<file path="src/logic/cpc_bus_pkg.sv">
package cpc_bus_pkg;

	////////////////////////////////////////
	// CPU bus geometry
	////////////////////////////////////////

	localparam int addr_w = 16; // Z80 address bus
	localparam int data_w = 8;  // Z80 data bus

	////////////////////////////////////////
	// I/O ports, high address byte
	////////////////////////////////////////

	localparam logic [7:0] port_ga       = 8'h7F; // Gate array
	localparam logic [7:0] port_crtc_sel = 8'hBC; // CRTC register select
	localparam logic [7:0] port_crtc_val = 8'hBD; // CRTC register value
	localparam logic [7:0] port_ppi      = 8'hF7; // 8255 control
	localparam logic [7:0] port_rom_sel  = 8'hDF; // Upper ROM select

	// FEE8 pages in, FEEA pages out
	localparam logic [addr_w-3:0] port_mf2_page = 14'h3FBA;

	////////////////////////////////////////
	// Opcode fetch addresses
	////////////////////////////////////////

	localparam logic [addr_w-1:0] nmi_vector  = 16'h0066; // Z80 NMI entry
	localparam logic [addr_w-1:0] hide_vector = 16'h0065; // Hide trap

endpackage

</file>
<file path="src/logic/mf2_pkg.sv">
package mf2_pkg;

	////////////////////////////////////////
	// Multiface RAM and address windows
	////////////////////////////////////////

	localparam int ram_aw = 13; // 8 KiB

	// Top three CPU address bits while paged in
	localparam logic [2:0] win_rom = 3'b000; // 0000-1FFF
	localparam logic [2:0] win_ram = 3'b001; // 2000-3FFF

	////////////////////////////////////////
	// Shadow slots for write-only registers
	////////////////////////////////////////

	localparam logic [ram_aw-1:0] slot_pen_index = 13'h1FCF;
	localparam logic [ram_aw-1:0] slot_border    = 13'h1FDF;
	localparam logic [ram_aw-1:0] slot_pen_base  = 13'h1F90; // 16 ink entries follow
	localparam logic [ram_aw-1:0] slot_mode      = 13'h1FEF;
	localparam logic [ram_aw-1:0] slot_bank      = 13'h1FFF;
	localparam logic [ram_aw-1:0] slot_crtc_sel  = 13'h1CFF;
	localparam logic [ram_aw-1:0] slot_crtc_base = 13'h1DB0; // R0 to R15
	localparam logic [ram_aw-1:0] slot_ppi       = 13'h17FF;
	localparam logic [ram_aw-1:0] slot_rom_sel   = 13'h1AAC;

	// Front panel setting of the interface
	typedef enum logic [1:0] {
		mode_enabled  = 2'd0,
		mode_hidden   = 2'd1,
		mode_disabled = 2'd2
	} mf2_mode_t;

endpackage

</file>
<file path="src/logic/mf2_store_decode.sv">
`timescale 1ns/1ps

module mf2_store_decode (
	input  logic                             clk_sys,
	input  logic                             reset,
	input  logic [cpc_bus_pkg::addr_w-1:0]   cpu_addr,
	input  logic [cpc_bus_pkg::data_w-1:0]   cpu_dout,
	input  logic                             io_wr,
	input  logic                             mem_wr,
	input  logic                             mem_rd,
	input  logic                             mf2_en,
	output logic                             page_wr,
	output logic                             page_on,
	output logic                             rom_sel,
	output logic                             ram_sel,
	output logic                             rd_sel,
	output logic                             ram_we,
	output logic [mf2_pkg::ram_aw-1:0]       ram_addr,
	output logic [cpc_bus_pkg::data_w-1:0]   ram_din
);
	import cpc_bus_pkg::*;
	import mf2_pkg::*;

	logic              io_wr_q;
	logic              io_rise;
	logic              page_hit;
	logic [7:0]        io_port;
	logic [1:0]        ga_cmd;
	logic [4:0]        pen_index;  // Last gate array pen select
	logic [3:0]        crtc_reg;   // Last CRTC register select
	logic [ram_aw-1:0] store_addr;

	assign io_rise  = io_wr & ~io_wr_q;
	assign io_port  = cpu_addr[addr_w-1:addr_w-8];
	assign ga_cmd   = cpu_dout[7:6];
	assign page_hit = cpu_addr[addr_w-1:2] == port_mf2_page;

	// Windows seen only while paged in
	assign rom_sel = mf2_en & (cpu_addr[addr_w-1:ram_aw] == win_rom);
	assign ram_sel = mf2_en & (cpu_addr[addr_w-1:ram_aw] == win_ram);
	assign rd_sel  = mem_rd & ram_sel;

	////////////////////////////////////////
	// Register write to shadow slot
	////////////////////////////////////////

	always_comb begin
		store_addr = '0; // No slot
		case (io_port)
			port_ga: begin
				case (ga_cmd)
					2'b00: store_addr = slot_pen_index;
					2'b01: store_addr = pen_index[4] ? slot_border :
						slot_pen_base + {{(ram_aw-4){1'b0}}, pen_index[3:0]};
					2'b10: store_addr = slot_mode;
					default: store_addr = slot_bank;
				endcase
			end
			port_crtc_sel: store_addr = slot_crtc_sel;
			port_crtc_val: store_addr = slot_crtc_base + {{(ram_aw-4){1'b0}}, crtc_reg};
			port_ppi:      store_addr = slot_ppi;
			port_rom_sel:  store_addr = slot_rom_sel;
			default:       store_addr = '0;
		endcase
	end

	always_ff @(posedge clk_sys) begin
		if (reset) begin
			io_wr_q <= 1'b0;
			page_wr <= 1'b0;
			ram_we  <= 1'b0;
		end else begin
			io_wr_q <= io_wr;
			page_wr <= io_rise & page_hit; // One clock strobe
			if (io_rise && page_hit)
				ram_we <= 1'b0;
			else
				ram_we <= (io_rise && store_addr != '0) || (mem_wr && ram_sel);
		end
	end

	// Port request and register copies
	always_ff @(posedge clk_sys) begin
		page_on <= ~cpu_addr[1]; // FEE8 in, FEEA out
		ram_din <= cpu_dout;
		if (io_rise && !page_hit && store_addr != '0)
			ram_addr <= store_addr;
		else
			ram_addr <= cpu_addr[ram_aw-1:0];
		if (io_rise && !page_hit) begin
			if (io_port == port_ga && ga_cmd == 2'b00)
				pen_index <= cpu_dout[4:0];
			if (io_port == port_crtc_sel)
				crtc_reg <= cpu_dout[3:0];
		end
	end

endmodule

</file>
<file path="config.mk">
export PLATFORM = sky130hd
export DESIGN_NAME = mf2_store_decode
export DESIGN_NICKNAME = d
export VERILOG_FILES = /design/src/logic/cpc_bus_pkg.sv /design/src/logic/mf2_pkg.sv /design/src/logic/mf2_store_decode.sv
export SDC_FILE = /design/constraint.sdc
export NUM_CORES = 1
export LEC_CHECK = 0
export ABC_CLOCK_PERIOD_IN_PS = 2300
export BUFFER_PORTS_ARGS = -buffer_cell sky130_fd_sc_hd__buf_4
export CAP_MARGIN = 20
export CORE_MARGIN = 10
export CORE_UTILIZATION = 46
export DETAILED_ROUTE_END_ITERATION = 7
export MAX_ROUTING_LAYER = met4
export PLACE_DENSITY = 0.77
export SLEW_MARGIN = 10
export SYNTH_ARGS = -nofsm -noshare
export SYNTH_HDL_FRONTEND = slang
export SYNTH_SLANG_ARGS = --single-unit
</file>
<file path="constraint.sdc">
create_clock -name clk_sys -period 2.3 [get_ports clk_sys]
set_input_delay 0.46 -clock clk_sys [delete_from_list [all_inputs] [get_ports clk_sys]]
set_output_delay 0.46 -clock clk_sys [all_outputs]
set_load 0.02 [all_outputs]
</file>
**Yosys cells after proc, flatten, opt, wreduce, memory -nomap -nowiden**

Cells that the tools add are included.

- Add/subtract/negate cells: 2
- Equal/unequal tests: 9
- Multiplexer cells: 4
- Bitwise operators: 7
- Reduce and logical (&&, ||, !) cells: 14

Operator list:

| cell | number |
|---|---|
| 13-bit one-hot mux with 5 select lines | 1 |
| 13-bit one-hot mux with 3 select lines | 1 |
| 8-bit equality test, second input constant | 4 |
| 13-bit 2-to-1 mux | 2 |
| 14-bit equality test, second input constant | 1 |
| 13-bit nonzero test | 1 |
| 11-bit by 5-bit adder with 12-bit output, first input constant | 1 |
| 8-bit by 5-bit adder with 9-bit output, first input constant | 1 |
| 8-bit by 7-bit equality test with 1-bit output, second input constant | 1 |
| 1-bit logical AND | 6 |
| 1-bit AND | 5 |
| 2-bit AND reduction | 2 |
| 3-bit by 1-bit equality test with 1-bit output, second input constant | 1 |
| 3-bit logical NOT | 1 |
| 2-bit by 1-bit equality test with 1-bit output, second input constant | 1 |
| 2-bit equality test, second input constant | 1 |
| 2-bit logical NOT | 1 |
| 1-bit NOT | 2 |
| 2-bit OR reduction | 1 |
| 1-bit logical NOT | 1 |
| 1-bit logical OR | 1 |

- Bits in registers: 34
- Bits of input ports: 30
- Output and inout port bits: 27
- Logic and storage cells: 44

**Logic depth before layout (Yosys ltp)**

Gate-level depths: netlist of the first run.

- Depth in word-level cells: 7
- Depth in mapped cells: 6
- Gate-level depth less buffers: 4

**Worst setup path after synthesis of the first run**

OpenSTA, ideal clock, no wires.

- Kind: input to output
- Start point: input port mf2_en
- End point: output port rd_sel
- Data arrival time: 1.633 ns
- Required time: 1.840 ns
- Slack: 0.207 ns
- Cell stages on the path: 2
- Buffers on the path: 0
- Cell sequence: nor4bb_1 -> and2_1

- Word-level cells in the longest chain between the ends: 2

RTL lines:

| what | RTL line | text |
|---|---|---|
| start: declaration | mf2_store_decode.sv:11 | `input logic mf2_en,` |
| 1-bit AND | mf2_store_decode.sv:40 | `assign ram_sel = mf2_en & (cpu_addr[addr_w-1:ram_aw] == win_ram);` |
| 1-bit AND | mf2_store_decode.sv:41 | `assign rd_sel = mem_rd & ram_sel;` |
| end: declaration | mf2_store_decode.sv:16 | `output logic rd_sel,` |

Every way passes these cells.

**Worst setup path after layout of the first run**

- Start point: input port cpu_addr[15] in the netlist's numbering
- End point: output port rd_sel

- Word-level cells in the longest chain between the ends: 3

RTL lines:

| what | RTL line | text |
|---|---|---|
| start: declaration | mf2_store_decode.sv:6 | `input logic [cpc_bus_pkg::addr_w-1:0] cpu_addr,` |
| 3-bit by 1-bit equality test with 1-bit output | mf2_store_decode.sv:40 |  |
| 1-bit AND | mf2_store_decode.sv:40 |  |
| 1-bit AND | mf2_store_decode.sv:41 |  |

Every way passes these cells.

==> results of run 1 <==
[per-stage QoR]
stage               hold slack, ns  instances  setup WS, ns  utilization  area, µm²
finish                       0.224        203         0.456        0.664       1860
global route                 0.192        203         0.403        0.664       1860
CTS                          0.208        203         0.446        0.664       1860
detailed placement           0.529        195         0.274        0.646       1810
global placement             0.514        195         0.329        0.646       1810
floorplan                    0.488        111         0.207            -       1370
[worst max-delay path: stages]
cell and delay (ns):
buf_4 0.14, nor4bb_1 0.45, and2_1 0.20, buf_4 0.14
[final timing paths]
path                                              from                  end  cells after the start
worst max-delay path                      cpu_addr[15]               rd_sel                      4
worst min-delay path                       cpu_dout[5]   ram_din[5]$_DFF_P_                      1
worst max register to register  pen_index[4]$_DFFE_PP_  ram_addr[0]$_DFF_P_                      4
worst min register to register      io_wr_q$_SDFF_PP0_   page_wr$_SDFF_PP0_                      2
[layout by cell type (no fill, tap or decap), types with 2 or more instances in the layout]
cell	n
o31a_1	2
nor3_4	2
a2111oi_0	2
mux2i_1	3
o21bai_1	2
nor4_1	2
nand2b_1	2
nor4b_1	5
nand4b_1	3
buf_4	58
nor2_1	3
inv_1	6
clkbuf_4	5
edfxtp_1	9
nor3_1	9
mux2_4	4
nand2_1	3
dfxtp_1	25
[area by class of cell]
class	instances	area, µm²	area share
repair buffers	58	435	0.234
inverters	6	22.5	0.0121
well taps	31	38.8	0.0208
flip-flops and latches	34	771	0.414
multi-input cells	66	546	0.293
clock buffers	6	41.3	0.0222
clock inverters	2	8.76	0.00470
[cells by family after synthesis]
kind of cell    share of synthesized area
flops                               0.563
simple gates                        0.252
buf+inv                            0.0384
compound gates                     0.0740
xor+xnor                          0.00640
mux                                0.0658
[routing by layer]
layer,track usage,vias to the layer above
met5,-,-
met4,0.0714,0
met3,0.0572,7
met2,0.210,44
met1,0.130,515
li1,-,537
[report_power, final]
group / internal [mW] / total [mW] / switching [mW]
clock: 0.115 / 0.298 / 0.183
combinational: 0.0813 / 0.165 / 0.0837
sequential: 0.635 / 0.641 / 0.00608
total: 0.831 / 1.10 / 0.273
==> impl_metrics.env, run 1 <==
export IMPL_outcome="finished clean"
export IMPL_insertion_delay_ns=0.33
export IMPL_synthCells=111
export IMPL_wl_um=3370
export IMPL_start_util=0.488
export IMPL_synth_fp_nets=141
export IMPL_regMostFlops="ram_addr"
export IMPL_ff2ff_setup_slack_ns=0.63
export IMPL_routedWlPerCell_um=16.6
export IMPL_dr_wl_met2_um=1690
export IMPL_hold_violations=0
export IMPL_hold_buffers=0
export IMPL_ios=57
export IMPL_grt_max_degree=11
export IMPL_critical_path_required_ns=1.84
export IMPL_drt_initial_drc_count=26
export IMPL_antenna_left=0
export IMPL_wl_met1_um=1270
export IMPL_cts_made_buffers=5
export IMPL_grt_pass1_wl_um=5270
export IMPL_dpl_hpwl_um=2750
export IMPL_ys_warn_count=0
export IMPL_finalCritPeriodShare=0.802
export IMPL_fp_row_count=19
export IMPL_place_congestion=0.886
export IMPL_yosysMostFrequentCell="dfxtp_1"
export IMPL_startpoint_type="primary input"
export IMPL_gr_total_overflow=0
export IMPL_async_flop_share=0
export IMPL_clock_path_buffers=2
export IMPL_cts_tree="built"
export IMPL_die_w_um=74.6
export IMPL_cts_sinks=34
export IMPL_clkSlewWorstSetupHoldPaths_ns=0.09
export IMPL_total_power_mw=1.10
export IMPL_drt_vias_per_instance=5.43
export IMPL_critPathKind="primary input to primary output"
export IMPL_ctsRootBufferMaster="clkbuf_4"
export IMPL_ys_ff_latch=34
export IMPL_fin_nets=201
export IMPL_fp_dieH_um=74.6
export IMPL_dr_wl_met3_um=334
export IMPL_rsz0062_at_grt="false"
export IMPL_synth_top_area_share=0.366
export IMPL_grt_use_total=0.130
export IMPL_n_antenna_cell=0
export IMPL_leakagePower_nw=0.797
export IMPL_peakVddDrop_uv=410
export IMPL_synth_edf_count=9
export IMPL_largest_register_ff_count=13
export IMPL_io_buffer_count=56
export IMPL_tightest_slew_ns=0.564
export IMPL_timing_setup_tns_ns=0
export IMPL_synthTopCellsByArea="dfxtp_1 (37%), edfxtp_1 (20%), mux2_4 (4.4%), nor3_1 (3.3%), nor4b_1 (3.2%)"
export IMPL_cts_resized_gates=0
export IMPL_slew_headroom=0.621
export IMPL_htree_levels=2
export IMPL_syn2layout_area_growth_pct=36.1
export IMPL_hold_path_class="primary input to flip-flop"
export IMPL_crit_fanout=7
export IMPL_synth_top_cell_by_area="dfxtp_1"
export IMPL_fillCellCount=225
export IMPL_endpoint_kind="primary output"
export IMPL_antenna_found_initial=0
export IMPL_reg_largest_list="ram_addr x13, ram_din x8, pen_index x5"
export IMPL_drt_pass1_iter_count=4
export IMPL_postCtsSetupBuffers=0
export IMPL_dieArea_mm2=0.00556
export IMPL_coreArea_mm2=0.00281
export IMPL_synth_distinct_cells=43
export IMPL_vias=1103
export IMPL_maxUsedRoutingLayer="met4"
export IMPL_setup_viol=0
export IMPL_first_global_vias=1119
export IMPL_period_needed_ns=1.84
export IMPL_powerDensity_mw_per_mm2=592
export IMPL_cp_arrival_ns=1.38
export IMPL_final_max_slew_violation_count=0
export IMPL_netlist_area_mm2=0.00137
export IMPL_drc=0
export IMPL_syn_avg_cell_area_um2=12.3
export IMPL_synth_commonest_cells="dfxtp_1 (25), edfxtp_1 (9), nor3_1 (9), inv_1 (6), nor4b_1 (5)"
export IMPL_seq_area_frac_synth=0.563
export IMPL_drive_gt1_frac=0.459
export IMPL_ys_flop_type="dfxtp_1"
export IMPL_cap_violations=0
export IMPL_fmax_ghz=0.542
export IMPL_finalClockSkew_ns=0.00656
(Power assumes the default switching activity.)
==> inputs of run 2 (changes only) <==
ABC_CLOCK_PERIOD_IN_PS = 1530   (was 2300)
CORE_UTILIZATION = 42   (was 46)
PLACE_DENSITY = 0.74   (was 0.77)
clock period = 1.53 ns   (was 2.3 ns; I/O delays follow)
==> run 2 against run 1 <==
Compared with the run above: the flow now finishes with violations (negative setup slack); utilization is 8.3 points higher; via count grew 10%; non-clock buffer count up 34; register-to-register slack worse by 0.71 ns; hold slack lost 0.17 ns; cell area up 24%; critical endpoint is now ram_addr[1]$_DFF_P_; largest cell class unchanged; largest power group unchanged; highest routed layer unchanged.
==> impl_metrics.env, run 2 (synthesis gave the netlist of run 1 again) <==
export IMPL_cts_made_buffers=5
export IMPL_regMostFlops="ram_addr"
export IMPL_crit_buf_inv=2
export IMPL_endpoint_kind="flip-flop"
export IMPL_final_cells=250
export IMPL_cp_arrival_ns=1.84
export IMPL_cts_tree="built"
export IMPL_ctsRootBufferMaster="clkbuf_4"
export IMPL_violations="negative setup slack"
export IMPL_critical_path_required_ns=1.76
export IMPL_place_congestion=0.854
export IMPL_fillCellCount=232
export IMPL_ios=57
export IMPL_largest_register_ff_count=13
export IMPL_final_cell_mix="buf_4 (91), dfxtp_1 (25), edfxtp_1 (9), nor3_1 (7), inv_1 (6)"
export IMPL_postPlaceCellArea_mm2=0.00212
export IMPL_insertion_delay_ns=0.34
export IMPL_reg_largest_list="ram_addr x13, ram_din x8, pen_index x5"
export IMPL_crit_path_frequent_cell="buf_4"
export IMPL_r2r_cells=6
export IMPL_pre_cts_ws_ns=-0.244
export IMPL_vias=1216
export IMPL_cp_top_family="simple AND/OR/NAND/NOR gates"
export IMPL_drive_gt1_frac=0.607
export IMPL_ff2ff_setup_slack_ns=-0.08
export IMPL_peakVddDrop_uv=570
export IMPL_setup_ws_ns=-0.0833
export IMPL_layout_commonest_cell="buf_4"
export IMPL_tightest_slew_ns=0.396
export IMPL_hold_worst_slack_ns=0.0563
export IMPL_clock_path_buffers=2
export IMPL_grt_use_total=0.139
export IMPL_fin_nets=235
export IMPL_grt_pass1_wl_um=6430
export IMPL_grt_max_degree=13
export IMPL_wl_um=3980
export IMPL_critPathMaxStageDelay_ns=0.45
export IMPL_antenna_found_initial=0
export IMPL_final_max_slew_violation_count=0
export IMPL_final_cell_area_mm2=0.00230
export IMPL_fp_dieH_um=77.1
export IMPL_hold_violations=0
export IMPL_cap_violations=0
export IMPL_coreArea_mm2=0.00308
export IMPL_cp_slowest_cell="edfxtp_1"
export IMPL_leakagePower_nw=1.02
export IMPL_start_util=0.445
export IMPL_dieArea_mm2=0.00594
export IMPL_finalCritPeriodShare=1.05
export IMPL_powerDensity_mw_per_mm2=909
export IMPL_setup_viol=4
export IMPL_final_util=0.748
export IMPL_routedWlPerCell_um=15.9
export IMPL_period_needed_ns=1.61
export IMPL_path_cells="buf_4 > buf_4 > nor4b_4 > nor3_1 > nor4_1 > mux2i_1"
export IMPL_startpoint_type="flip-flop"
export IMPL_dpl_hpwl_um=3280
export IMPL_io_buffer_count=56
export IMPL_hold_path_class="primary input to flip-flop"
export IMPL_outcome="finished with violations"
export IMPL_rsz0062_at_grt="true"
export IMPL_min_delay_path_depth=1
export IMPL_drt_vias_per_instance=4.86
export IMPL_crit_fanout=4
export IMPL_syn2layout_area_growth_pct=68.1
export IMPL_fmax_ghz=0.620
export IMPL_drc=0
export IMPL_gr_total_overflow=0
export IMPL_hold_buffers=0
export IMPL_htree_levels=2
export IMPL_finalClockSkew_ns=0.00347
export IMPL_n_antenna_cell=0
export IMPL_drt_pass1_iter_count=4
export IMPL_clkSlewWorstSetupHoldPaths_ns=0.10
export IMPL_critPathKind="flip-flop to flip-flop"
export IMPL_antenna_left=0
export IMPL_cts_sinks=34
export IMPL_drt_initial_drc_count=20
export IMPL_fp_row_count=20
export IMPL_first_global_vias=1316
export IMPL_die_w_um=77.1
export IMPL_placed_cells=239
export IMPL_slew_headroom=0.734
export IMPL_cp_depth=6
[run 2: per-layer routing]
metal  up-vias  global-route usage  routed length, µm
li1        610                   -                  -
met4         0              0.0493                 54
met1       561               0.146               1690
met3         8              0.0501                150
met5         -                   -                  0
met2        37               0.235               2080
[run 2: what timing repair did]
item	in CTS	in global routing
cloned	0	0
buffers inserted	3	2
setup endpoints to repair	8	5
pin swaps	2	4
resized for setup	5	6
[run 2: area by class of cell]
type,instances,area (µm²),share of cell area
clock buffer,5,37.5,0.0163
clock inverter,3,68.8,0.0299
tap,44,55.1,0.0239
timing repair buffer,92,694,0.302
sequential,34,771,0.335
multi-input combinational,66,652,0.283
inverter,6,22.5,0.00979
[run 2: power breakdown]
part | switching [mW] | total (mW) | internal (mW)
Clock | 0.310 | 0.821 | 0.511
Sequential | 0.00948 | 0.964 | 0.955
Combinational | 0.146 | 0.305 | 0.159
[run 2: final timing paths]
| check | start | endpoint |
|---|---|---|
| worst max register to register | pen_index[4]$_DFFE_PP_ | ram_addr[1]$_DFF_P_ |
| worst max-delay path | pen_index[4]$_DFFE_PP_ | ram_addr[1]$_DFF_P_ |
| worst min-delay path | cpu_dout[5] | ram_din[5]$_DFF_P_ |
| worst min register to register | io_wr_q$_SDFF_PP0_ | page_wr$_SDFF_PP0_ |
[run 2: stage by stage]
step	TNS [ns]	total power, mW
finish	-0.230	2.09
global route	-0.584	2.19
CTS	-0.242	2.10
detailed placement	-3.21	1.29
global placement	-2.68	1.28
floorplan	-0.0574	1.10
