--- src/logic/cpc_bus_pkg.sv ---
package cpc_bus_pkg;

	////////////////////////////////////////
	// CPU bus geometry
	////////////////////////////////////////

	localparam int addr_w = 16; // Z80 address bus
	localparam int data_w = 8;  // Z80 data bus

	////////////////////////////////////////
	// I/O ports, high address byte
	////////////////////////////////////////

	localparam logic [7:0] port_ga       = 8'h7F; // Gate array
	localparam logic [7:0] port_crtc_sel = 8'hBC; // CRTC register select
	localparam logic [7:0] port_crtc_val = 8'hBD; // CRTC register value
	localparam logic [7:0] port_ppi      = 8'hF7; // 8255 control
	localparam logic [7:0] port_rom_sel  = 8'hDF; // Upper ROM select

	// FEE8 pages in, FEEA pages out
	localparam logic [addr_w-3:0] port_mf2_page = 14'h3FBA;

	////////////////////////////////////////
	// Opcode fetch addresses
	////////////////////////////////////////

	localparam logic [addr_w-1:0] nmi_vector  = 16'h0066; // Z80 NMI entry
	localparam logic [addr_w-1:0] hide_vector = 16'h0065; // Hide trap

endpackage

--- src/logic/mf2_pkg.sv ---
package mf2_pkg;

	////////////////////////////////////////
	// Multiface RAM and address windows
	////////////////////////////////////////

	localparam int ram_aw = 13; // 8 KiB

	// Top three CPU address bits while paged in
	localparam logic [2:0] win_rom = 3'b000; // 0000-1FFF
	localparam logic [2:0] win_ram = 3'b001; // 2000-3FFF

	////////////////////////////////////////
	// Shadow slots for write-only registers
	////////////////////////////////////////

	localparam logic [ram_aw-1:0] slot_pen_index = 13'h1FCF;
	localparam logic [ram_aw-1:0] slot_border    = 13'h1FDF;
	localparam logic [ram_aw-1:0] slot_pen_base  = 13'h1F90; // 16 ink entries follow
	localparam logic [ram_aw-1:0] slot_mode      = 13'h1FEF;
	localparam logic [ram_aw-1:0] slot_bank      = 13'h1FFF;
	localparam logic [ram_aw-1:0] slot_crtc_sel  = 13'h1CFF;
	localparam logic [ram_aw-1:0] slot_crtc_base = 13'h1DB0; // R0 to R15
	localparam logic [ram_aw-1:0] slot_ppi       = 13'h17FF;
	localparam logic [ram_aw-1:0] slot_rom_sel   = 13'h1AAC;

	// Front panel setting of the interface
	typedef enum logic [1:0] {
		mode_enabled  = 2'd0,
		mode_hidden   = 2'd1,
		mode_disabled = 2'd2
	} mf2_mode_t;

endpackage

--- src/logic/mf2_control.sv ---
`timescale 1ns/1ps

module mf2_control (
	input  logic                           clk_sys,
	input  logic                           reset,
	input  logic                           m1,
	input  logic                           key_nmi,
	input  logic                           page_wr,
	input  logic                           page_on,
	input  logic [cpc_bus_pkg::addr_w-1:0] cpu_addr,
	input  mf2_pkg::mf2_mode_t             mf2_mode,
	output logic                           nmi,
	output logic                           mf2_en
);
	import cpc_bus_pkg::*;
	import mf2_pkg::*;

	logic m1_q;
	logic key_q;
	logic m1_rise;
	logic key_rise;
	logic hidden; // Paging port ignored while set

	assign m1_rise  = m1 & ~m1_q;
	assign key_rise = key_nmi & ~key_q;

	////////////////////////////////////////
	// NMI, paging and hide trap
	////////////////////////////////////////

	always_ff @(posedge clk_sys) begin
		if (reset) begin
			m1_q   <= 1'b0;
			key_q  <= 1'b0;
			nmi    <= 1'b0;
			mf2_en <= 1'b0;
			hidden <= mf2_mode != mode_enabled;
		end else begin
			m1_q  <= m1;
			key_q <= key_nmi;

			// Button press while not paged in
			if (key_rise && !mf2_en && mf2_mode != mode_disabled)
				nmi <= 1'b1;

			// CPU takes the NMI
			if (nmi && m1_rise && cpu_addr == nmi_vector) begin
				mf2_en <= 1'b1;
				hidden <= 1'b0;
				nmi    <= 1'b0;
			end

			if (mf2_en && m1_rise && cpu_addr == hide_vector)
				hidden <= 1'b1; // Return path of the Multiface code

			if (page_wr)
				mf2_en <= page_on & ~hidden;
		end
	end

endmodule

--- config.mk ---
export PLATFORM = sky130hd
export DESIGN_NAME = mf2_control
export DESIGN_NICKNAME = d
export VERILOG_FILES = /design/src/logic/cpc_bus_pkg.sv /design/src/logic/mf2_pkg.sv /design/src/logic/mf2_control.sv
export SDC_FILE = /design/constraint.sdc
export NUM_CORES = 1
export LEC_CHECK = 0
export ABC_AREA = 0
export BUFFER_PORTS_ARGS = -buffer_cell sky130_fd_sc_hd__buf_2
export CAP_MARGIN = 20
export CORE_AREA = 2 2 39 41
export DETAILED_ROUTE_END_ITERATION = 10
export DIE_AREA = 0 0 41 43
export SYNTH_ARGS = -nofsm -noshare
export SYNTH_HDL_FRONTEND = slang
export SYNTH_SLANG_ARGS = --single-unit
--- constraint.sdc ---
create_clock -name clk_sys -period 1.68 [get_ports clk_sys]
set_input_delay 0.084 -clock clk_sys [delete_from_list [all_inputs] [get_ports clk_sys]]
set_output_delay 0.084 -clock clk_sys [all_outputs]
set_load 0.01 [all_outputs]
# After elaboration in Yosys (flattened, before gate mapping)
# Cells that the tools add are included.
[totals]
ff_bits = 5
inputBits = 24
out_inout_bits = 2
elab_cells = 30
[classes]
n_eq_ne = 3
n_mux = 5
n_bitwise = 6
reduce_logical = 11
[ops]
columns = ["operator", "count"]
rows = [
  ["16-bit by 7-bit equality test with 1-bit output (second input constant)", 2],
  ["1-bit logical AND", 6],
  ["1-bit 2-to-1 mux", 5],
  ["2-bit nonzero test", 2],
  ["1-bit bitwise AND", 3],
  ["1-bit inverter", 3],
  ["3-bit nonzero test", 1],
  ["2-bit != test (second input constant)", 1],
  ["2-bit OR reduction", 1],
  ["1-bit logical NOT", 1],
]

# Logic depth before layout (Yosys ltp)
# Gate-level depths: netlist (run 1).
[logic_depth]
depth_word = 7
ltp_mapped = 3
ltp_nobuf = 3

# Least setup slack after synthesis (run 1)
# No wires, ideal clock.
[synth_path]
path_kind = "register -> register"
startpoint = "register m1_q"
endpoint = "register hidden, enable pin"
setup_time_ps = 310
t_arrival_ps = 862
t_required_ps = 1370
slack_ps = 508
stages_incl_launch_ff = 4
n_path_buf = 0
synth_period_minus_slack_ps = 1172
cell_sequence = "dfxtp_1 -> and4bb_2 -> nand4_2 -> o21ai_0"
[synth_between]
elab_chain_len = 5
elab_cells_between_ends = 7
cone_classes = "bitwise: 2; reduce/logical: 5"
[synth_rtl]
columns = ["element", "line_no", "text"]
rows = [
  ["start: declaration", "mf2_control.sv:18", "logic m1_q;"],
  ["start signal: assignment", "mf2_control.sv:39", "m1_q <= m1;"],
  ["1-bit inverter *", "mf2_control.sv:24", "assign m1_rise = m1 & ~m1_q;"],
  ["1-bit bitwise AND *", "mf2_control.sv:24", ""],
  ["1-bit logical AND (on tied branches) (2 in series)", "mf2_control.sv:47, mf2_control.sv:53", ""],
  ["3-bit nonzero test (no line) *", "-", ""],
  ["end signal: assignment", "mf2_control.sv:37", "hidden <= mf2_mode != mode_enabled;"],
  ["end: declaration", "mf2_control.sv:22", "logic hidden;"],
]
# Mark *: on every way between the ends. The rest lies on a longest branch, timed or not.
# A chain may end at the register's enable or synchronous reset.

# Worst setup path in the final report (run 1)
# Same ends and word-level chain as after synthesis.

==> flow_summary_export.csv, run 1 <==
group,metric,value,unit
power_and_ir_drop,p_sw_frac,0.2288,
global_route,grt_pass1_vias,295,
route,vias,328,
sta,fmax,0.8059,GHz
power_and_ir_drop,combPwrFrac,0.180,
global_route,grt_use_total,0.09246,
sta,final_max_slew_viol_count,0,
die,die_h,43,um
sta,whs,91.19,ps
power_and_ir_drop,p_per_area,701.0,mW/mm2
power_and_ir_drop,p_int,255.0,uW
worst_setup_path,worst_r2r_path_depth,3,
worst_setup_path,r2r-start,"m1_q$_SDFF_PP0_",
layout,finish.net_count,81,
route,highest_layer,"met3",
sta,fin_crit,1241,ps
sta,fin_crit_sh,0.7386,
global_route,grt_max_degree,7,
power_and_ir_drop,p_clk_frac,0.414,
worst_setup_path,ff2ff_setup_slack,440,ps
route,drtIter0Drc,3,
worst_setup_path,crit_path_max_fanout,4,
worst_setup_path,worstSetupPathType,"flip-flop to flip-flop",
route,wl_met2,313,um
power_and_ir_drop,p_sw,75.67,uW
die,design.die.area,0.001763,mm2
sta,grt_setup_unrepaired,"false",
hold_path,worstHoldEndpoint,"m1_q$_SDFF_PP0_",
hold_path,min_path_cells,2,
clock_tree,cts_resized,0,
placement,io_buffers,25,
sta,tns,0,ps
global_route,grt_pass1_wl,1.090,mm
hold_path,hold_path_startpoint,"m1",
clock_tree,clk_path_buf_depth,2,
clock_tree,cts-root-buf,"clkbuf_4",
layout,diodes,0,
power_and_ir_drop,max-vdd-ir-drop,270.1,uV
clock_tree,path_clk_slew,40,ps
clock_tree,htreeDepth,1,
worst_setup_path,cp-end-kind,"flip-flop",
global_route,grt-ovfl-total,0,
yosys,synth.avg_cell_area,11.12,um2
die,io_pins,26,
sta,slew_headroom,0.8197,
route,drt-met1-wl,304,um
clock_tree,clock-sinks,5,
yosys,synthesis.nets,51,
placement,dpl_cell_area,445.4,um2
layout,multi_input_area,182.7,um2
clock_tree,cts_made_buffers,3,
clock_tree,clk_latency,240,ps
yosys,yosys_warnings,0,
die,core-area,0.001384,mm2
worst_setup_path,crit_required,1610,ps
clock_tree,ctsHoldBuffers,0,
clock_tree,cts_tree,"done",
layout,design_area,471.7,um2
route,vias_per_cell,4.556,
route,post_drt_wl_per_cell,10.28,um
sta,hold_violations,0,
layout,area_growth,57.08,%
job,maxCapViolCount,0,
sta,tightest_slew,266.7,ps
worst_setup_path,cp.arrival,1170,ps
sta,final-setup-viol-count,0,
die,row_count,14,
run_status,status,"finished, final reports clean",
yosys,ys_seq_elements,5,
route,wl_met3,121,um
worst_setup_path,r2r-end,"hidden$_DFFE_PP_",
layout,final_layout_size_suffix_gt1_frac,0.6071,
power_and_ir_drop,leakage,0.0002181,uW
global_route,antenna_found_initial,0,
placement,globalplace.congestion,0.7847,
die,initial_utilization,0.2170,
route,drt_pre_antenna_iters,2,
yosys,synthCells,27,
layout,seq_area,110.1,um2
yosys,syn_area,300.3,um2
yosys,synth.distinct_cells,18,
sta,skew,1.064,ps
die,chipWidth,41,um
route,drc,0,
route,wl,740,um
worst_setup_path,worstSetupStartpointType,"flip-flop",
route,antenna_left,0,
hold_path,min_path_type,"input port to flip-flop",
clock_tree,postCtsSetupBuffers,0,
layout,nFillCells,148,
yosys,yosysSeqAreaShare,0.3667,
power_and_ir_drop,p_seq_frac,0.406,
[sequential cells by signal, indices dropped and copies added, names as in the netlist]
register	cells
key_q	1
nmi	1
m1_q	1
mf2_en	1
hidden	1
[worst max-delay path by stage]
stage	startpoint	slack, ps	endpoint
after global placement	m1_q$_SDFF_PP0_	460	hidden$_DFFE_PP_
after floorplan	m1_q$_SDFF_PP0_	510	hidden$_DFFE_PP_
final	m1_q$_SDFF_PP0_	440	hidden$_DFFE_PP_
after global routing	m1_q$_SDFF_PP0_	360	hidden$_DFFE_PP_
after CTS	m1_q$_SDFF_PP0_	430	hidden$_DFFE_PP_
after detailed placement	m1_q$_SDFF_PP0_	430	hidden$_DFFE_PP_
[power by group through the flow]
| stage | registers (uW) | clock network, uW | logic (uW) |
|---|---|---|---|
| 6_report | 134 | 137 | 59.6 |
| 5_1_grt | 135 | 153 | 67.0 |
| 4_1_cts | 134 | 144 | 60.7 |
| 3_5_place_dp | 137 | 0 | 60.2 |
| 3_3_place_gp | 137 | 0 | 59.2 |
| 2_1_floorplan | 137 | 0 | 20.2 |
[per-stage QoR]
stage          total power, uW  cells  worst slack [ps]  utilization
2_1_floorplan            157.7     27             508.1            -
3_3_place_gp             195.8     68             462.4       0.3219
3_5_place_dp             196.8     68             431.2       0.3219
4_1_cts                  339.1     72             433.3       0.3409
5_1_grt                  354.8     72             359.8       0.3409
6_report                 330.7     72             439.2       0.3409
[critical path: stages (launching register included)]
cell and delay (ps):
dfxtp_1 290, and4bb_2 280, nand4_2 150, o21ai_0 230
[synth_stat cells (all sizes together)]
| master | n | share of area |
|---|---|---|
| dfxtp | 4 | 0.27 |
| nand3b | 1 | 0.025 |
| inv | 2 | 0.025 |
| edfxtp | 1 | 0.10 |
| nand2 | 2 | 0.025 |
| o21a | 1 | 0.025 |
| nor4b | 1 | 0.029 |
| o41ai | 1 | 0.054 |
| o31ai | 1 | 0.025 |
| nor4bb | 1 | 0.033 |
| o21ai | 2 | 0.033 |
| o221a | 1 | 0.037 |
| a31oi | 1 | 0.021 |
| nand4 | 1 | 0.042 |
| nor4 | 2 | 0.11 |
| nor2b | 3 | 0.063 |
| and4bb | 2 | 0.083 |
[layer usage]
metal | GRT usage | up-vias
met5 | 0 | -
met2 | 0.1531 | 21
met1 | 0.09677 | 140
met3 | 0.03665 | 0
met4 | 0.04000 | 0
li1 | - | 167
[cell families after synthesis]
logic type             after synthesis  synth area share
AND/OR/NAND/NOR                     13            0.4125
flip-flops                           5            0.3667
AO/OA/AOI/OAI                        7            0.1959
buffers and inverters                2           0.02501
[layout make-up]
class,count,area share
multi-input combinational,20,0.3873
inverter,2,0.01592
tap,16,0.04244
sequential,5,0.2334
timing repair buffer,25,0.2653
clock buffer,4,0.05570
[cell usage in the layout, fill, tap and decap left out, drive strengths merged, types with 2 or more instances in the layout]
master | netlist | final
o21ai | 2 | 2
and4bb | 2 | 2
clkbuf | 0 | 4
dfxtp | 4 | 4
nor2b | 3 | 3
nand2 | 2 | 2
buf | 0 | 25
nor4 | 2 | 2
inv | 2 | 2
Power figures use the tool's default switching activity.
==> run 2: changes to the inputs <==
Clock period 1.68 ns to 1.1 ns, I/O delays scaled along.
==> run 2 against run 1 <==
Effect of this change:
- the run now ends with setup timing left
- flip-flop and latch count did not move
- power rose by 59%
- sequential share of layout area fell by 0.60 points
- via count rose by 4.9%
- hold slack got worse by 47 ps
- die area did not move
- clock power rose by 63%
- critical endpoint unchanged
- largest power group unchanged
==> flow_summary_export.csv, run 2 (synthesis results as in run 1) <==
group,metric,value,unit
global_route,antenna_found_initial,0,
route,vias,344,
sta,skew,1.543,ps
placement,globalplace.congestion,0.6767,
placement,io_buffers,25,
worst_setup_path,crit_path_max_fanout,4,
clock_tree,clk_path_buf_depth,2,
die,core-area,0.001384,mm2
sta,final_max_slew_viol_count,0,
sta,slew_headroom,0.7892,
worst_setup_path,worst_r2r_path_depth,3,
die,initial_utilization,0.2170,
route,drt_pre_antenna_iters,4,
worst_setup_path,cp-end-kind,"flip-flop",
die,chipWidth,41,um
route,wl,832,um
sta,tightest_slew,313.6,ps
clock_tree,path_clk_slew,50,ps
placement,dpl_cell_area,445.4,um2
worst_setup_path,ff2ff_setup_slack,-60,ps
sta,setup_slack,-59.71,ps
route,post_drt_wl_per_cell,11.56,um
sta,whs,44.42,ps
layout,layout_commonest_cell,"buf_2",
route,drtIter0Drc,4,
placement,place_ws,-136.2,ps
layout,finish.net_count,81,
hold_path,min_path_type,"input port to flip-flop",
global_route,grt_max_degree,7,
worst_setup_path,worstSetupPathType,"flip-flop to flip-flop",
clock_tree,cts-root-buf,"clkbuf_4",
power_and_ir_drop,finalPower,524.2,uW
route,drc,0,
worst_setup_path,r2r-end,"hidden$_DFFE_PP_",
layout,final_cell_mix,"buf_2, dfxtp_1, nor2b_1, clkbuf_4",
die,io_pins,26,
layout,nFillCells,147,
run_status,failed_checks,"setup timing",
layout,final_layout_size_suffix_gt1_frac,0.6250,
layout,design_area,484.2,um2
hold_path,worstHoldEndpoint,"m1_q$_SDFF_PP0_",
sta,fin_crit_sh,1.054,
power_and_ir_drop,max-vdd-ir-drop,426.0,uV
worst_setup_path,cp.arrival,1120,ps
sta,final-setup-viol-count,3,
clock_tree,cts_made_buffers,3,
global_route,grt_use_total,0.1017,
global_route,grt_pass1_wl,1.138,mm
global_route,grt-ovfl-total,0,
worst_setup_path,crit_required,1060,ps
die,die_h,43,um
run_status,status,"finished with violations",
sta,fin_crit,1160,ps
sta,grt_setup_unrepaired,"true",
job,maxCapViolCount,0,
route,vias_per_cell,4.778,
worst_setup_path,worstSetupStartpointType,"flip-flop",
route,antenna_left,0,
die,row_count,14,
layout,area_growth,61.25,%
hold_path,hold_path_startpoint,"m1",
power_and_ir_drop,leakage,0.0002233,uW
global_route,grt_pass1_vias,299,
clock_tree,cts_tree,"done",
clock_tree,postCtsSetupBuffers,0,
sta,hold_violations,0,
clock_tree,clock-sinks,5,
placement,dp_hpwl,667.5,um
power_and_ir_drop,p_per_area,1083,mW/mm2
hold_path,min_path_cells,2,
sta,fmax,0.8623,GHz
clock_tree,htreeDepth,1,
clock_tree,clk_latency,250,ps
die,design.die.area,0.001763,mm2
worst_setup_path,r2r-start,"m1_q$_SDFF_PP0_",
layout,diodes,0,
-- run 2: worst max path at each step --
stage                     from          endpoint  slack [ps]  cells past startpoint
4_1_cts        m1_q$_SDFF_PP0_  hidden$_DFFE_PP_         -80                      3
2_1_floorplan  m1_q$_SDFF_PP0_  hidden$_DFFE_PP_         -20                      3
3_5_place_dp   m1_q$_SDFF_PP0_  hidden$_DFFE_PP_        -140                      3
5_1_grt        m1_q$_SDFF_PP0_  hidden$_DFFE_PP_        -130                      3
6_report       m1_q$_SDFF_PP0_  hidden$_DFFE_PP_         -60                      3
3_3_place_gp   m1_q$_SDFF_PP0_  hidden$_DFFE_PP_         -60                      3
-- run 2: where the power goes --
part / internal, uW / total [uW] / switching, uW / leakage (uW)
combinational: 53.2 / 95.2 / 41.9 / 0.000166
sequential: 200 / 206 / 5.86 / 0.0000429
clock: 138 / 223 / 85.5 / 0.0000150
-- run 2: metal layers --
metal / share of wire / wire (um) / up-vias / GRT usage
met5: 0 / 0 / - / 0
met1: 0.37 / 306 / 149 / 0.1169
li1: - / - / 167 / -
met3: 0.17 / 140 / 2 / 0.04712
met2: 0.45 / 377 / 26 / 0.1469
met4: 0.0096 / 8 / 0 / 0.06000
-- run 2: repair_timing --
| action | CTS | global route |
|---|---|---|
| hold buffers | 0 | 0 |
| setup endpoints to repair | 3 | 4 |
| pin swaps | 1 | 0 |
| resized for setup | 2 | 0 |
| gates cloned | 0 | 0 |
-- run 2: per-stage QoR --
step                      cells  TNS (ps)    util
after detailed placement     68    -271.7  0.3219
after global routing         72    -337.2  0.3499
after CTS                    72    -184.9  0.3499
after floorplan              27    -47.71       -
after global placement       68    -128.1  0.3219
final                        72    -141.0  0.3499
-- run 2: worst max-delay path: stages (launching register included) --
cell,delay (ps)
dfxtp_1,280
and4bb_2,300
nand4_4,130
o21ai_2,160
-- run 2: area by class of cell --
| cell class | instances | area [um2] | share of cell area |
|---|---|---|---|
| timing repair buffer | 25 | 125.1 | 0.2584 |
| sequential | 5 | 110.1 | 0.2274 |
| inverter | 2 | 7.507 | 0.01550 |
| tap | 16 | 20.02 | 0.04134 |
| multi-input combinational | 20 | 195.2 | 0.4031 |
| clock buffer | 4 | 26.28 | 0.05426 |
==> run 3: changes to the inputs <==
Clock period 1.1 ns to 1.41 ns, I/O delays scaled along.
==> run 3 against run 2 <==
Effect of this change:
- worst setup slack better by 230 ps
- critical path type unchanged
- power is 24% lower
- the run now ends clean
- routed wire length is 3.8% lower
- register-to-register slack better by 230 ps
- clock-buffer cell count stayed put
==> flow_summary_export.csv, run 3 (synthesis results as in run 1) <==
group,metric,value,unit
run_status,status,"finished, final reports clean",
hold_path,min_path_type,"input port to flip-flop",
layout,final_layout_size_suffix_gt1_frac,0.6071,
sta,skew,1.977,ps
route,drc,0,
layout,layout_commonest_cell,"buf_2",
layout,nFillCells,147,
global_route,grt-ovfl-total,0,
layout,area_growth,57.08,%
route,vias,335,
hold_path,worstHoldEndpoint,"m1_q$_SDFF_PP0_",
worst_setup_path,crit_path_start,"m1_q$_SDFF_PP0_",
global_route,met2_usage,0.1781,
global_route,grt_pass1_vias,316,
route,wl,800,um
sta,final_max_slew_viol_count,0,
route,antenna_left,0,
die,core-area,0.001384,mm2
layout,finish.net_count,81,
clock_tree,ctsHoldBuffers,0,
worst_setup_path,worstSetupStartpointType,"flip-flop",
sta,tightest_slew,317.3,ps
die,io_pins,26,
worst_setup_path,worstSetupPathType,"flip-flop to flip-flop",
global_route,grt_use_total,0.1055,
worst_setup_path,cp_top_family,"simple AND/OR/NAND/NOR gates",
worst_setup_path,cp_slowest_cell,"dfxtp_1",
clock_tree,cts_tree,"done",
sta,tns,0,ps
worst_setup_path,cp.arrival,1170,ps
global_route,antenna_found_initial,0,
clock_tree,clk_path_buf_depth,2,
hold_path,hold_path_startpoint,"m1",
placement,io_buffers,25,
clock_tree,postCtsSetupBuffers,0,
placement,globalplace.congestion,0.7754,
clock_tree,cts_resized,0,
clock_tree,htreeDepth,1,
worst_setup_path,worst_r2r_path_depth,3,
die,design.die.area,0.001763,mm2
route,post_drt_wl_per_cell,11.11,um
worst_setup_path,crit_buf_inv,0,
die,row_count,14,
route,drt_pre_antenna_iters,4,
sta,fin_crit,1235,ps
sta,grt_setup_unrepaired,"false",
power_and_ir_drop,p_per_area,843.5,mW/mm2
worst_setup_path,worstPathCellList,"and4bb_2 -> nand4_2 -> o21ai_0",
worst_setup_path,cp-end-kind,"flip-flop",
sta,hold_violations,0,
global_route,grt_util_met1,0.08710,
layout,utilization,0.3409,
layout,final_cell_mix,"buf_2, dfxtp_1, nor2b_1, clkbuf_4",
worst_setup_path,crit_required,1350,ps
clock_tree,clk_latency,240,ps
power_and_ir_drop,leakage,0.0002181,uW
worst_setup_path,crit_path_max_fanout,4,
worst_setup_path,r2r-end,"hidden$_DFFE_PP_",
clock_tree,path_clk_slew,40,ps
hold_path,min_path_cells,2,
sta,fmax,0.8096,GHz
route,vias_per_cell,4.653,
sta,slew_headroom,0.7855,
sta,final-setup-viol-count,0,
worst_setup_path,ff2ff_setup_slack,170,ps
job,maxCapViolCount,0,
clock_tree,clock-sinks,5,
global_route,grt_pass1_wl,1.186,mm
global_route,grt_util_met3,0.03141,
clock_tree,cts_made_buffers,3,
die,initial_utilization,0.2170,
layout,diodes,0,
global_route,grt_max_degree,7,
sta,fin_crit_sh,0.8761,
power_and_ir_drop,max-vdd-ir-drop,354.7,uV
die,chipWidth,41,um
worst_setup_path,critPathMaxStageDelay,280,ps
clock_tree,cts-root-buf,"clkbuf_4",
route,drtIter0Drc,2,
global_route,top_usage_layer,"met2",
die,die_h,43,um
worst_setup_path,r2r-start,"m1_q$_SDFF_PP0_",
placement,dp_hpwl,647.2,um
## run 3: cell counts in the layout (fill, tap and decap cells not counted)
Identical to the previous run, type by type.
## run 3: area by class of cell
class / count / area [um2] / share of cell area
Multi-Input combinational cell: 20 / 182.7 / 0.3873
Timing Repair Buffer: 25 / 125.1 / 0.2653
Sequential cell: 5 / 110.1 / 0.2334
Clock buffer: 4 / 26.28 / 0.05570
Tap cell: 16 / 20.02 / 0.04244
Inverter: 2 / 7.507 / 0.01592
## run 3: where the power goes
| part | total, uW | internal (uW) | switching, uW |
|---|---|---|---|
| logic | 71.4 | 40.9 | 30.4 |
| registers | 160 | 156 | 4.29 |
| clock network | 166 | 107 | 59.2 |
## run 3: layer usage
layer / up-vias / part of all wire
li1: 168 / -
met1: 144 / 0.40
met5: - / 0
met3: 2 / 0.16
met4: 0 / 0.015
met2: 21 / 0.43
## run 3: worst max-delay path by stage
stage	endpoint	cells after the start	slack, ps
final	hidden$_DFFE_PP_	3	170
after global routing	hidden$_DFFE_PP_	3	90
after CTS	hidden$_DFFE_PP_	3	170
after detailed placement	hidden$_DFFE_PP_	3	180
after global placement	hidden$_DFFE_PP_	3	200
after floorplan	hidden$_DFFE_PP_	3	240
## run 3: metrics by stage
stage                     cells  hold WS (ps)  setup slack, ps  total power (uW)  instance area [um2]
after global routing         72         107.8            90.65             425.4                471.7
after detailed placement     68         311.6            176.2             234.8                445.4
final                        72         71.83            174.8             397.9                471.7
after CTS                    72         65.01            172.7             406.6                471.7
after floorplan              27         142.1            238.1             187.9                300.3
after global placement       68         307.4            195.3             233.3                445.4
